[src/hw/rv_pkg.sv]
package rv_pkg;

  // register and address values
  typedef logic [31:0] word_t;

  // register index
  typedef logic [4:0] reg_addr_t;

  // shift amount, low bits of rs2 or the immediate
  typedef logic [4:0] shamt_t;

  // pc step between instructions
  localparam word_t INSN_BYTES = 32'd4;

  typedef enum logic [4:0] {
    ALU_ADD,
    ALU_SUB,
    ALU_SLL,
    ALU_SLT,
    ALU_SLTU,
    ALU_XOR,
    ALU_SRL,
    ALU_SRA,
    ALU_OR,
    ALU_AND,
    // lui passes the immediate through
    ALU_PASS_B,
    // jal and jalr write pc + 4
    ALU_LINK,
    // branch compares, these drive only the take flag
    ALU_EQ,
    ALU_NE,
    ALU_LT,
    ALU_GE,
    ALU_LTU,
    ALU_GEU
  } alu_op_e;

  // major opcodes
  localparam logic [6:0] OP_REG_IMM = 7'b0010011;
  localparam logic [6:0] OP_REG_REG = 7'b0110011;
  localparam logic [6:0] OP_LUI     = 7'b0110111;
  localparam logic [6:0] OP_BRANCH  = 7'b1100011;
  localparam logic [6:0] OP_JAL     = 7'b1101111;
  localparam logic [6:0] OP_JALR    = 7'b1100111;
  localparam logic [6:0] OP_SYSTEM  = 7'b1110011;

  // funct7, alt marks sub and sra
  localparam logic [6:0] F7_BASE = 7'b0000000;
  localparam logic [6:0] F7_ALT  = 7'b0100000;

  // funct3 for alu instructions
  localparam logic [2:0] F3_ADD  = 3'b000;
  localparam logic [2:0] F3_SLL  = 3'b001;
  localparam logic [2:0] F3_SLT  = 3'b010;
  localparam logic [2:0] F3_SLTU = 3'b011;
  localparam logic [2:0] F3_XOR  = 3'b100;
  localparam logic [2:0] F3_SR   = 3'b101;
  localparam logic [2:0] F3_OR   = 3'b110;
  localparam logic [2:0] F3_AND  = 3'b111;

  // funct3 for branches
  localparam logic [2:0] F3_BEQ  = 3'b000;
  localparam logic [2:0] F3_BNE  = 3'b001;
  localparam logic [2:0] F3_BLT  = 3'b100;
  localparam logic [2:0] F3_BGE  = 3'b101;
  localparam logic [2:0] F3_BLTU = 3'b110;
  localparam logic [2:0] F3_BGEU = 3'b111;

endpackage

[src/hw/rv_alu.sv]
`timescale 1ns/1ns

module rv_alu import rv_pkg::*; (
  input  alu_op_e i_op,
  input  word_t   i_a,
  input  word_t   i_b,
  input  word_t   i_pc,
  output word_t   o_result,
  output logic    o_take
);

  shamt_t shamt;
  logic   eq;
  logic   lt_s;
  logic   lt_u;

  assign shamt = i_b[4:0];

  // compare flags shared by slt and the branches
  assign eq   = (i_a == i_b);
  assign lt_s = ($signed(i_a) < $signed(i_b));
  assign lt_u = (i_a < i_b);

  always_comb begin
    o_result = '0;
    o_take   = 1'b0;
    case (i_op)
      ALU_ADD:    o_result = i_a + i_b;
      ALU_SUB:    o_result = i_a - i_b;
      ALU_SLL:    o_result = i_a << shamt;
      ALU_SLT:    o_result = {31'd0, lt_s};
      ALU_SLTU:   o_result = {31'd0, lt_u};
      ALU_XOR:    o_result = i_a ^ i_b;
      ALU_SRL:    o_result = i_a >> shamt;
      // sign fill from bit 31
      ALU_SRA:    o_result = word_t'($signed(i_a) >>> shamt);
      ALU_OR:     o_result = i_a | i_b;
      ALU_AND:    o_result = i_a & i_b;
      ALU_PASS_B: o_result = i_b;
      ALU_LINK:   o_result = i_pc + INSN_BYTES;
      ALU_EQ:     o_take = eq;
      ALU_NE:     o_take = !eq;
      ALU_LT:     o_take = lt_s;
      ALU_GE:     o_take = !lt_s;
      ALU_LTU:    o_take = lt_u;
      ALU_GEU:    o_take = !lt_u;
      default: begin
        o_result = '0;
        o_take   = 1'b0;
      end
    endcase
  end

endmodule

[src/hw/rv_core.sv]
`timescale 1ns/1ns

module rv_core import rv_pkg::*; #(
  parameter word_t RESET_PC = '0
) (
  input  logic      clk,
  input  logic      rst,
  input  word_t     i_insn,
  output word_t     o_pc,
  output logic      o_halt,
  output logic      o_commit_we,
  output reg_addr_t o_commit_rd,
  output word_t     o_commit_data
);

  reg_addr_t rs1;
  reg_addr_t rs2;
  reg_addr_t rd;
  word_t     imm;
  alu_op_e   alu_op;
  logic      use_imm;
  logic      reg_we;
  logic      is_branch;
  logic      is_jal;
  logic      is_jalr;
  logic      stop;
  word_t     rs1_data;
  word_t     rs2_data;
  word_t     alu_b;
  word_t     alu_result;
  logic      take;
  logic      advance;
  logic      commit_we;

  rv_decoder u_decoder (
    .i_insn      (i_insn),
    .o_rs1       (rs1),
    .o_rs2       (rs2),
    .o_rd        (rd),
    .o_imm       (imm),
    .o_alu_op    (alu_op),
    .o_use_imm   (use_imm),
    .o_reg_we    (reg_we),
    .o_is_branch (is_branch),
    .o_is_jal    (is_jal),
    .o_is_jalr   (is_jalr),
    .o_stop      (stop)
  );

  rv_regfile u_regfile (
    .clk        (clk),
    .rst        (rst),
    .i_rs1      (rs1),
    .i_rs2      (rs2),
    .i_we       (commit_we),
    .i_rd       (rd),
    .i_rd_data  (alu_result),
    .o_rs1_data (rs1_data),
    .o_rs2_data (rs2_data)
  );

  // second operand, immediate or rs2
  assign alu_b = use_imm ? imm : rs2_data;

  rv_alu u_alu (
    .i_op     (alu_op),
    .i_a      (rs1_data),
    .i_b      (alu_b),
    .i_pc     (o_pc),
    .o_result (alu_result),
    .o_take   (take)
  );

  rv_pc_counter #(
    .RESET_PC (RESET_PC)
  ) u_pc_counter (
    .clk         (clk),
    .rst         (rst),
    .i_advance   (advance),
    .i_is_branch (is_branch),
    .i_take      (take),
    .i_is_jal    (is_jal),
    .i_is_jalr   (is_jalr),
    .i_imm       (imm),
    .i_rs1_data  (rs1_data),
    .o_pc        (o_pc)
  );

  rv_run_ctrl u_run_ctrl (
    .clk         (clk),
    .rst         (rst),
    .i_stop      (stop),
    .i_reg_we    (reg_we),
    .o_advance   (advance),
    .o_commit_we (commit_we),
    .o_halt      (o_halt)
  );

  // commit port mirrors the register write
  assign o_commit_we   = commit_we;
  assign o_commit_rd   = rd;
  assign o_commit_data = alu_result;

endmodule

[src/hw/rv_decoder.sv]
`timescale 1ns/1ns

module rv_decoder import rv_pkg::*; (
  input  word_t     i_insn,
  output reg_addr_t o_rs1,
  output reg_addr_t o_rs2,
  output reg_addr_t o_rd,
  output word_t     o_imm,
  output alu_op_e   o_alu_op,
  output logic      o_use_imm,
  output logic      o_reg_we,
  output logic      o_is_branch,
  output logic      o_is_jal,
  output logic      o_is_jalr,
  output logic      o_stop
);

  logic [6:0] opcode;
  logic [2:0] funct3;
  logic [6:0] funct7;
  word_t      imm_i;
  word_t      imm_b;
  word_t      imm_j;
  word_t      imm_u;

  assign opcode = i_insn[6:0];
  assign funct3 = i_insn[14:12];
  assign funct7 = i_insn[31:25];
  assign o_rd   = i_insn[11:7];
  assign o_rs1  = i_insn[19:15];
  assign o_rs2  = i_insn[24:20];

  // sign-extended immediates
  assign imm_i = {{20{i_insn[31]}}, i_insn[31:20]};
  assign imm_b = {{19{i_insn[31]}}, i_insn[31], i_insn[7], i_insn[30:25], i_insn[11:8], 1'b0};
  assign imm_j = {{11{i_insn[31]}}, i_insn[31], i_insn[19:12], i_insn[20], i_insn[30:21], 1'b0};
  assign imm_u = {i_insn[31:12], 12'd0};

  // shared by register-immediate and register-register forms
  function automatic alu_op_e base_op(input logic [2:0] f3);
    alu_op_e op;
    case (f3)
      F3_ADD:  op = ALU_ADD;
      F3_SLL:  op = ALU_SLL;
      F3_SLT:  op = ALU_SLT;
      F3_SLTU: op = ALU_SLTU;
      F3_XOR:  op = ALU_XOR;
      F3_SR:   op = ALU_SRL;
      F3_OR:   op = ALU_OR;
      default: op = ALU_AND;
    endcase
    return op;
  endfunction

  always_comb begin
    o_imm       = imm_i;
    o_alu_op    = ALU_ADD;
    o_use_imm   = 1'b0;
    o_reg_we    = 1'b0;
    o_is_branch = 1'b0;
    o_is_jal    = 1'b0;
    o_is_jalr   = 1'b0;
    o_stop      = 1'b0;
    case (opcode)
      OP_REG_IMM: begin
        o_use_imm = 1'b1;
        o_reg_we  = 1'b1;
        o_alu_op  = base_op(funct3);
        // shamt sits in imm[4:0], upper bits pick the shift kind
        if (funct3 == F3_SLL && funct7 != F7_BASE) begin
          o_stop = 1'b1;
        end else if (funct3 == F3_SR) begin
          if (funct7 == F7_ALT) begin
            o_alu_op = ALU_SRA;
          end else if (funct7 != F7_BASE) begin
            o_stop = 1'b1;
          end
        end
      end
      OP_REG_REG: begin
        o_reg_we = 1'b1;
        if (funct7 == F7_BASE) begin
          o_alu_op = base_op(funct3);
        end else if (funct7 == F7_ALT && funct3 == F3_ADD) begin
          o_alu_op = ALU_SUB;
        end else if (funct7 == F7_ALT && funct3 == F3_SR) begin
          o_alu_op = ALU_SRA;
        end else begin
          o_stop = 1'b1;
        end
      end
      OP_LUI: begin
        o_imm     = imm_u;
        o_use_imm = 1'b1;
        o_alu_op  = ALU_PASS_B;
        o_reg_we  = 1'b1;
      end
      OP_BRANCH: begin
        o_imm       = imm_b;
        o_is_branch = 1'b1;
        case (funct3)
          F3_BEQ:  o_alu_op = ALU_EQ;
          F3_BNE:  o_alu_op = ALU_NE;
          F3_BLT:  o_alu_op = ALU_LT;
          F3_BGE:  o_alu_op = ALU_GE;
          F3_BLTU: o_alu_op = ALU_LTU;
          F3_BGEU: o_alu_op = ALU_GEU;
          default: o_stop = 1'b1;
        endcase
      end
      OP_JAL: begin
        o_imm    = imm_j;
        o_is_jal = 1'b1;
        o_alu_op = ALU_LINK;
        o_reg_we = 1'b1;
      end
      OP_JALR: begin
        o_is_jalr = 1'b1;
        o_alu_op  = ALU_LINK;
        o_reg_we  = 1'b1;
        o_stop    = (funct3 != 3'b000);
      end
      // ecall, and every other system encoding is unsupported
      OP_SYSTEM: o_stop = 1'b1;
      default:   o_stop = 1'b1;
    endcase
    // a stopping instruction never writes
    if (o_stop) begin
      o_reg_we = 1'b0;
    end
  end

endmodule

[src/hw/rv_pc_counter.sv]
`timescale 1ns/1ns

module rv_pc_counter import rv_pkg::*; #(
  parameter word_t RESET_PC = '0
) (
  input  logic  clk,
  input  logic  rst,
  input  logic  i_advance,
  input  logic  i_is_branch,
  input  logic  i_take,
  input  logic  i_is_jal,
  input  logic  i_is_jalr,
  input  word_t i_imm,
  input  word_t i_rs1_data,
  output word_t o_pc
);

  word_t pc;
  word_t pc_next;
  word_t jalr_target;

  // jalr drops bit 0 of the sum
  assign jalr_target = (i_rs1_data + i_imm) & ~word_t'(1);

  always_comb begin
    if (i_is_jalr) begin
      pc_next = jalr_target;
    end else if (i_is_jal || (i_is_branch && i_take)) begin
      pc_next = pc + i_imm;
    end else begin
      pc_next = pc + INSN_BYTES;
    end
  end

  // holds while halted
  always_ff @(posedge clk) begin
    if (rst) begin
      pc <= RESET_PC;
    end else if (i_advance) begin
      pc <= pc_next;
    end
  end

  assign o_pc = pc;

  a_pc_aligned: assert property (
    @(posedge clk) disable iff (rst) o_pc[1:0] == 2'b00
  ) else $error("pc not word aligned: %h", o_pc);

endmodule

[src/hw/rv_regfile.sv]
`timescale 1ns/1ns

module rv_regfile (
  input  logic        clk,
  input  logic        rst,
  input  logic [4:0]  i_rs1,
  input  logic [4:0]  i_rs2,
  input  logic        i_we,
  input  logic [4:0]  i_rd,
  input  logic [31:0] i_rd_data,
  output logic [31:0] o_rs1_data,
  output logic [31:0] o_rs2_data
);

  localparam int NUM_REGS = 32;

  logic [31:0] regs [NUM_REGS];

  // combinational read ports
  assign o_rs1_data = regs[i_rs1];
  assign o_rs2_data = regs[i_rs2];

  always_ff @(posedge clk) begin
    if (rst) begin
      for (int i = 0; i < NUM_REGS; i++) begin
        regs[i] <= 32'd0;
      end
    end else if (i_we && i_rd != 5'd0) begin
      regs[i_rd] <= i_rd_data;
    end
  end

  // x0 reads zero on both ports, also right after a write aimed at it
  a_x0_zero: assert property (
    @(posedge clk) disable iff (rst)
    ((i_rs1 == 5'd0) -> (o_rs1_data == 32'd0)) &&
    ((i_rs2 == 5'd0) -> (o_rs2_data == 32'd0))
  ) else $error("x0 read back nonzero");

endmodule

[src/hw/rv_run_ctrl.sv]
`timescale 1ns/1ns

module rv_run_ctrl (
  input  logic clk,
  input  logic rst,
  input  logic i_stop,
  input  logic i_reg_we,
  output logic o_advance,
  output logic o_commit_we,
  output logic o_halt
);

  typedef enum logic {
    ST_RUN,
    ST_HALTED
  } state_e;

  state_e state;

  // halted is left only through reset
  always_ff @(posedge clk) begin
    if (rst) begin
      state <= ST_RUN;
    end else if (state == ST_RUN && i_stop) begin
      state <= ST_HALTED;
    end
  end

  // pc freezes on the stopping instruction
  assign o_advance   = (state == ST_RUN) && !i_stop;
  assign o_commit_we = (state == ST_RUN) && i_reg_we;
  assign o_halt      = (state == ST_HALTED);

  // halt holds with no writes and no pc movement
  a_halt_quiet: assert property (
    @(posedge clk) disable iff (rst) o_halt |=> (o_halt && !o_commit_we && !o_advance)
  ) else $error("activity after halt");

endmodule

[config.mk]
export PLATFORM = sky130hd
export DESIGN_NAME = rv_core
export DESIGN_NICKNAME = d
export VERILOG_FILES = /design/src/hw/rv_pkg.sv /design/src/hw/rv_alu.sv /design/src/hw/rv_core.sv /design/src/hw/rv_decoder.sv /design/src/hw/rv_pc_counter.sv /design/src/hw/rv_regfile.sv /design/src/hw/rv_run_ctrl.sv
export SDC_FILE = /design/constraint.sdc
export NUM_CORES = 2
export LEC_CHECK = 0
export BUFFER_PORTS_ARGS = -buffer_cell sky130_fd_sc_hd__buf_2
export CAP_MARGIN = 30
export CORE_MARGIN = 4
export CORE_UTILIZATION = 34
export DETAILED_ROUTE_END_ITERATION = 7
export PLACE_DENSITY = 0.48
export SETUP_SLACK_MARGIN = 0.15
export SLEW_MARGIN = 20
export SYNTH_ARGS = -nofsm -noshare
export SYNTH_HDL_FRONTEND = slang
export SYNTH_HIERARCHICAL = 1
export SYNTH_SLANG_ARGS = --single-unit
[constraint.sdc]
create_clock -name clk -period 18.2 [get_ports clk]
set_input_delay 0.91 -clock clk [delete_from_list [all_inputs] [get_ports clk]]
set_output_delay 0.91 -clock clk [all_outputs]
set_load 0.05 [all_outputs]
==> flow_metrics.py <==
metrics = {
    "cts": {
        "cts_tree": "yes",
        "hold_buffers": 0,
        "cts_resized": 0,
        "post_cts_buffers": 0,
        "cts-root-buf": "clkbuf_16",
        "max-clock-path-buffers": 3,
        "clkTransAtPathRegs_ns": 0.05,
        "htreeDepth": 4,
        "cts_sinks": 1057,
        "numCtsBuffers": 131,
        "clk-insertion-delay-late_ns": 0.84,
    },
    "power": {
        "ir_worst_vdd_uv": 79.9,
        "powerDensity_nw_per_um2": 95.2,
        "pwr-share-comb_pct": 30.2,
        "p_leak_nw": 31.7,
        "internal-power_w": 0.00476,
        "p_sw_share_pct": 37.1,
        "switching_power_w": 0.00281,
        "clkPwrFrac_pct": 32.8,
        "p_seq_share_pct": 37.0,
    },
    "cells_and_area": {
        "drive_gt1_share_pct": 10.3,
        "final_common_cell": "mux2i_1",
        "syn2layout_area_growth_pct": 9.87,
        "final_cell_mix": "mux2i_1 (1085), edfxtp_1 (1024), and2_1 (1004)",
        "layout.nets": 7060,
    },
    "routing": {
        "wl_met1_um": 137000,
        "post-route-drc-count": 0,
        "wl_met2_um": 144000,
        "maxUsedRoutingLayer": "met5",
        "first_pass_iters": 5,
        "routedWlPerCell_um": 32.3,
        "wl_met3_um": 24900,
        "avgViaCountPerCell": 5.95,
        "vias": 58200,
        "routed_wl_um": 315000,
        "detail-route-antenna-nets": 0,
        "initialDrtViolationCount": 6212,
    },
    "yosys": {
        "ys_types": 116,
        "netlist_area_um2": 72400,
        "yosys_warnings": 6,
        "synthArstFlopShare_pct": 0,
        "synth-edff-count": 1024,
        "ys.flop_type": "edfxtp_1",
        "synthCells": 6989,
        "seq_area_frac_synth_pct": 43.4,
        "ys_ff_latch": 1057,
        "syn_area_per_cell_um2": 10.4,
    },
    "sta": {
        "finalSetupTns_ns": 0,
        "rsz0062_at_grt": "false",
        "relSlewSlack_pct": 26.9,
        "clock_skew_ns": 0.0581,
        "slew_violations": 0,
        "hold_violations": 0,
        "min_period_ns": 10.86,
        "worst_slew_pin_slew_ns": 1.09,
        "max_freq_mhz": 92.0,
        "holdWs_ns": 0.550,
        "setup_viol": 0,
        "min_period_over_period_pct": 59.7,
    },
    "floorplanning": {
        "die_h_um": 469,
        "die_area_um2": 220000,
        "ios": 105,
        "die_x_um": 469,
        "coreArea_um2": 212000,
        "start_util_pct": 34.2,
        "std_cell_rows": 169,
    },
    "setup_path": {
        "criticalPathCategory": "input pin to output port",
        "cp_max_fo": 102,
        "arrival_ns": 9.95,
        "cp.required_ns": 17.29,
        "reg2reg_from": "u_regfile/regs[0][3]$_SDFFCE_PN0P_",
        "start_kind": "input pin",
        "r2r_slack_ns": 10.88,
        "endpoint_kind": "output port",
        "timing.rr.end": "u_pc_counter/o_pc[31]$_SDFFE_PP0P_",
        "reg2reg_depth": 23,
    },
    "hold_path": {
        "worstHoldPathCells": 2,
        "hold_path_class": "input pin to flop",
        "hold_end": "u_pc_counter/o_pc[6]$_SDFFE_PP0P_",
        "min_from": "rst",
    },
    "place": {
        "port_buffers": 104,
        "gp_congestion": 0.982,
        "dpl.hpwl_um": 205000,
    },
    "global_routing": {
        "grt_pass1_vias": 56800,
        "grt_start_max_net_pins": 103,
        "grt_use_total_pct": 27.5,
        "overflow": 0,
        "grt_pass1_wl_um": 439000,
        "grt_antenna_before_repair": 33,
    },
    "outcome": {
        "status": "finished, final reports clean",
    },
    "job": {
        "drv_cap": 0,
    },
}
[cell families after synthesis]
logic type,Yosys count,synth area share [%]
and+or+nand+nor,2300,17.2
AOI/OAI and AO/OA,1420,13.2
muxes,1150,16.5
DFF,1057,43.4
buffers and inverters,745,4.85
adders and majority gates,181,3.17
xor gates and xnor gates,135,1.63
other,1,0.00518
[synth_stat cells, types with 13 or more instances]
| cell type | instances | area [um^2] |
|---|---|---|
| nand2b_1 | 23 | 144 |
| a31oi_1 | 97 | 607 |
| a22o_1 | 139 | 1220 |
| buf_6 | 13 | 146 |
| inv_1 | 121 | 454 |
| buf_4 | 87 | 653 |
| nor4_1 | 16 | 100 |
| nand2_1 | 391 | 1470 |
| a211oi_1 | 63 | 473 |
| nor3_1 | 112 | 561 |
| a21oi_1 | 416 | 2080 |
| xnor2_1 | 84 | 736 |
| ha_1 | 177 | 2210 |
| mux2_4 | 30 | 450 |
| o21ai_0 | 159 | 796 |
| o21bai_1 | 19 | 143 |
| a21o_1 | 64 | 480 |
| nor2b_1 | 30 | 188 |
| o211ai_1 | 42 | 315 |
| a221oi_1 | 24 | 210 |
| mux2_2 | 14 | 158 |
| mux2i_1 | 1085 | 10900 |
| buf_1 | 39 | 146 |
| edfxtp_1 | 1024 | 30700 |
| clkbuf_1 | 304 | 1140 |
| mux4_2 | 21 | 473 |
| nand4_1 | 19 | 119 |
| o31ai_1 | 20 | 150 |
| and3_1 | 23 | 144 |
| nor2_1 | 275 | 1030 |
| and2_1 | 1006 | 6290 |
| buf_2 | 155 | 776 |
| dfxtp_1 | 33 | 661 |
| or3_1 | 16 | 100 |
| nand3_1 | 267 | 1340 |
| a22oi_1 | 209 | 1570 |
| or2_2 | 45 | 282 |
| xor2_1 | 51 | 447 |
| o22ai_1 | 18 | 113 |
[metal layers]
layer  GRT usage [%]  vias up
met2            43.5     2580
met3            5.13      485
met1            37.8    29700
li1                -    25400
met4            9.13        4
met5               0        -
[power groups by stage]
stage	logic, W	clock network (W)	registers [W]
finish	0.00229	0.00248	0.00280
global route	0.00241	0.00263	0.00281
CTS	0.00226	0.00253	0.00280
detailed placement	0.00225	0	0.00285
global placement	0.00225	0	0.00284
floorplan	0.00137	0	0.00284
[critical path, cell delays in order]
cell,delay (ns)
buf_8,0.54
buf_12,0.51
buf_4,0.85
buf_4,0.73
mux2i_1,0.26
a22o_1,0.17
nor3_1,0.05
a31oi_1,0.38
nand3_1,0.40
mux2_4,0.53
ha_1,0.28
inv_1,0.09
fa_1,0.20
nor2b_1,0.07
o31ai_1,0.60
a211o_1,0.33
o211a_1,0.27
o31ai_2,0.19
o311ai_0,0.78
o211ai_1,0.19
xnor2_1,0.16
o211ai_1,0.52
buf_2,0.38
[sequential cells by signal, indices dropped and copies added (netlist names)]
register           flops
u_regfile/regs      1024
u_pc_counter/o_pc     32
u_run_ctrl/o_halt      1
[metrics by stage]
stage	setup slack, ns	instances	util, %	power, W	area, um^2
after floorplan	10.77	7020	-	0.00421	72500
after global placement	7.74	9524	35.6	0.00510	75500
after detailed placement	7.68	9526	35.7	0.00510	75500
after CTS	7.67	9751	37.5	0.00758	79400
after global routing	7.25	9759	37.5	0.00784	79500
final	7.34	9774	37.5	0.00757	79500
[worst max path at each step]
stage / slack [ns] / startpoint / to
floorplan: 10.77 / i_insn[21] / o_commit_data[24]
global placement: 7.74 / i_insn[16] / u_pc_counter/o_pc[31]$_SDFFE_PP0P_
detailed placement: 7.68 / i_insn[21] / o_commit_data[26]
CTS: 7.67 / i_insn[21] / o_commit_data[26]
global route: 7.25 / i_insn[21] / o_commit_data[26]
finish: 7.34 / i_insn[21] / o_commit_data[26]
[layout make-up]
type / instances / area [um^2]
Fill cell: 20900 / 132000
Multi-Input combinational cell: 5218 / 38000
Sequential cell: 1057 / 31400
Tap cell: 2821 / 3530
Clock buffer: 166 / 3430
Timing Repair Buffer: 313 / 2190
Clock inverter: 59 / 474
Inverter: 124 / 465
Antenna cell: 16 / 40.0
No activity file was read; power rests on OpenSTA's default activity.
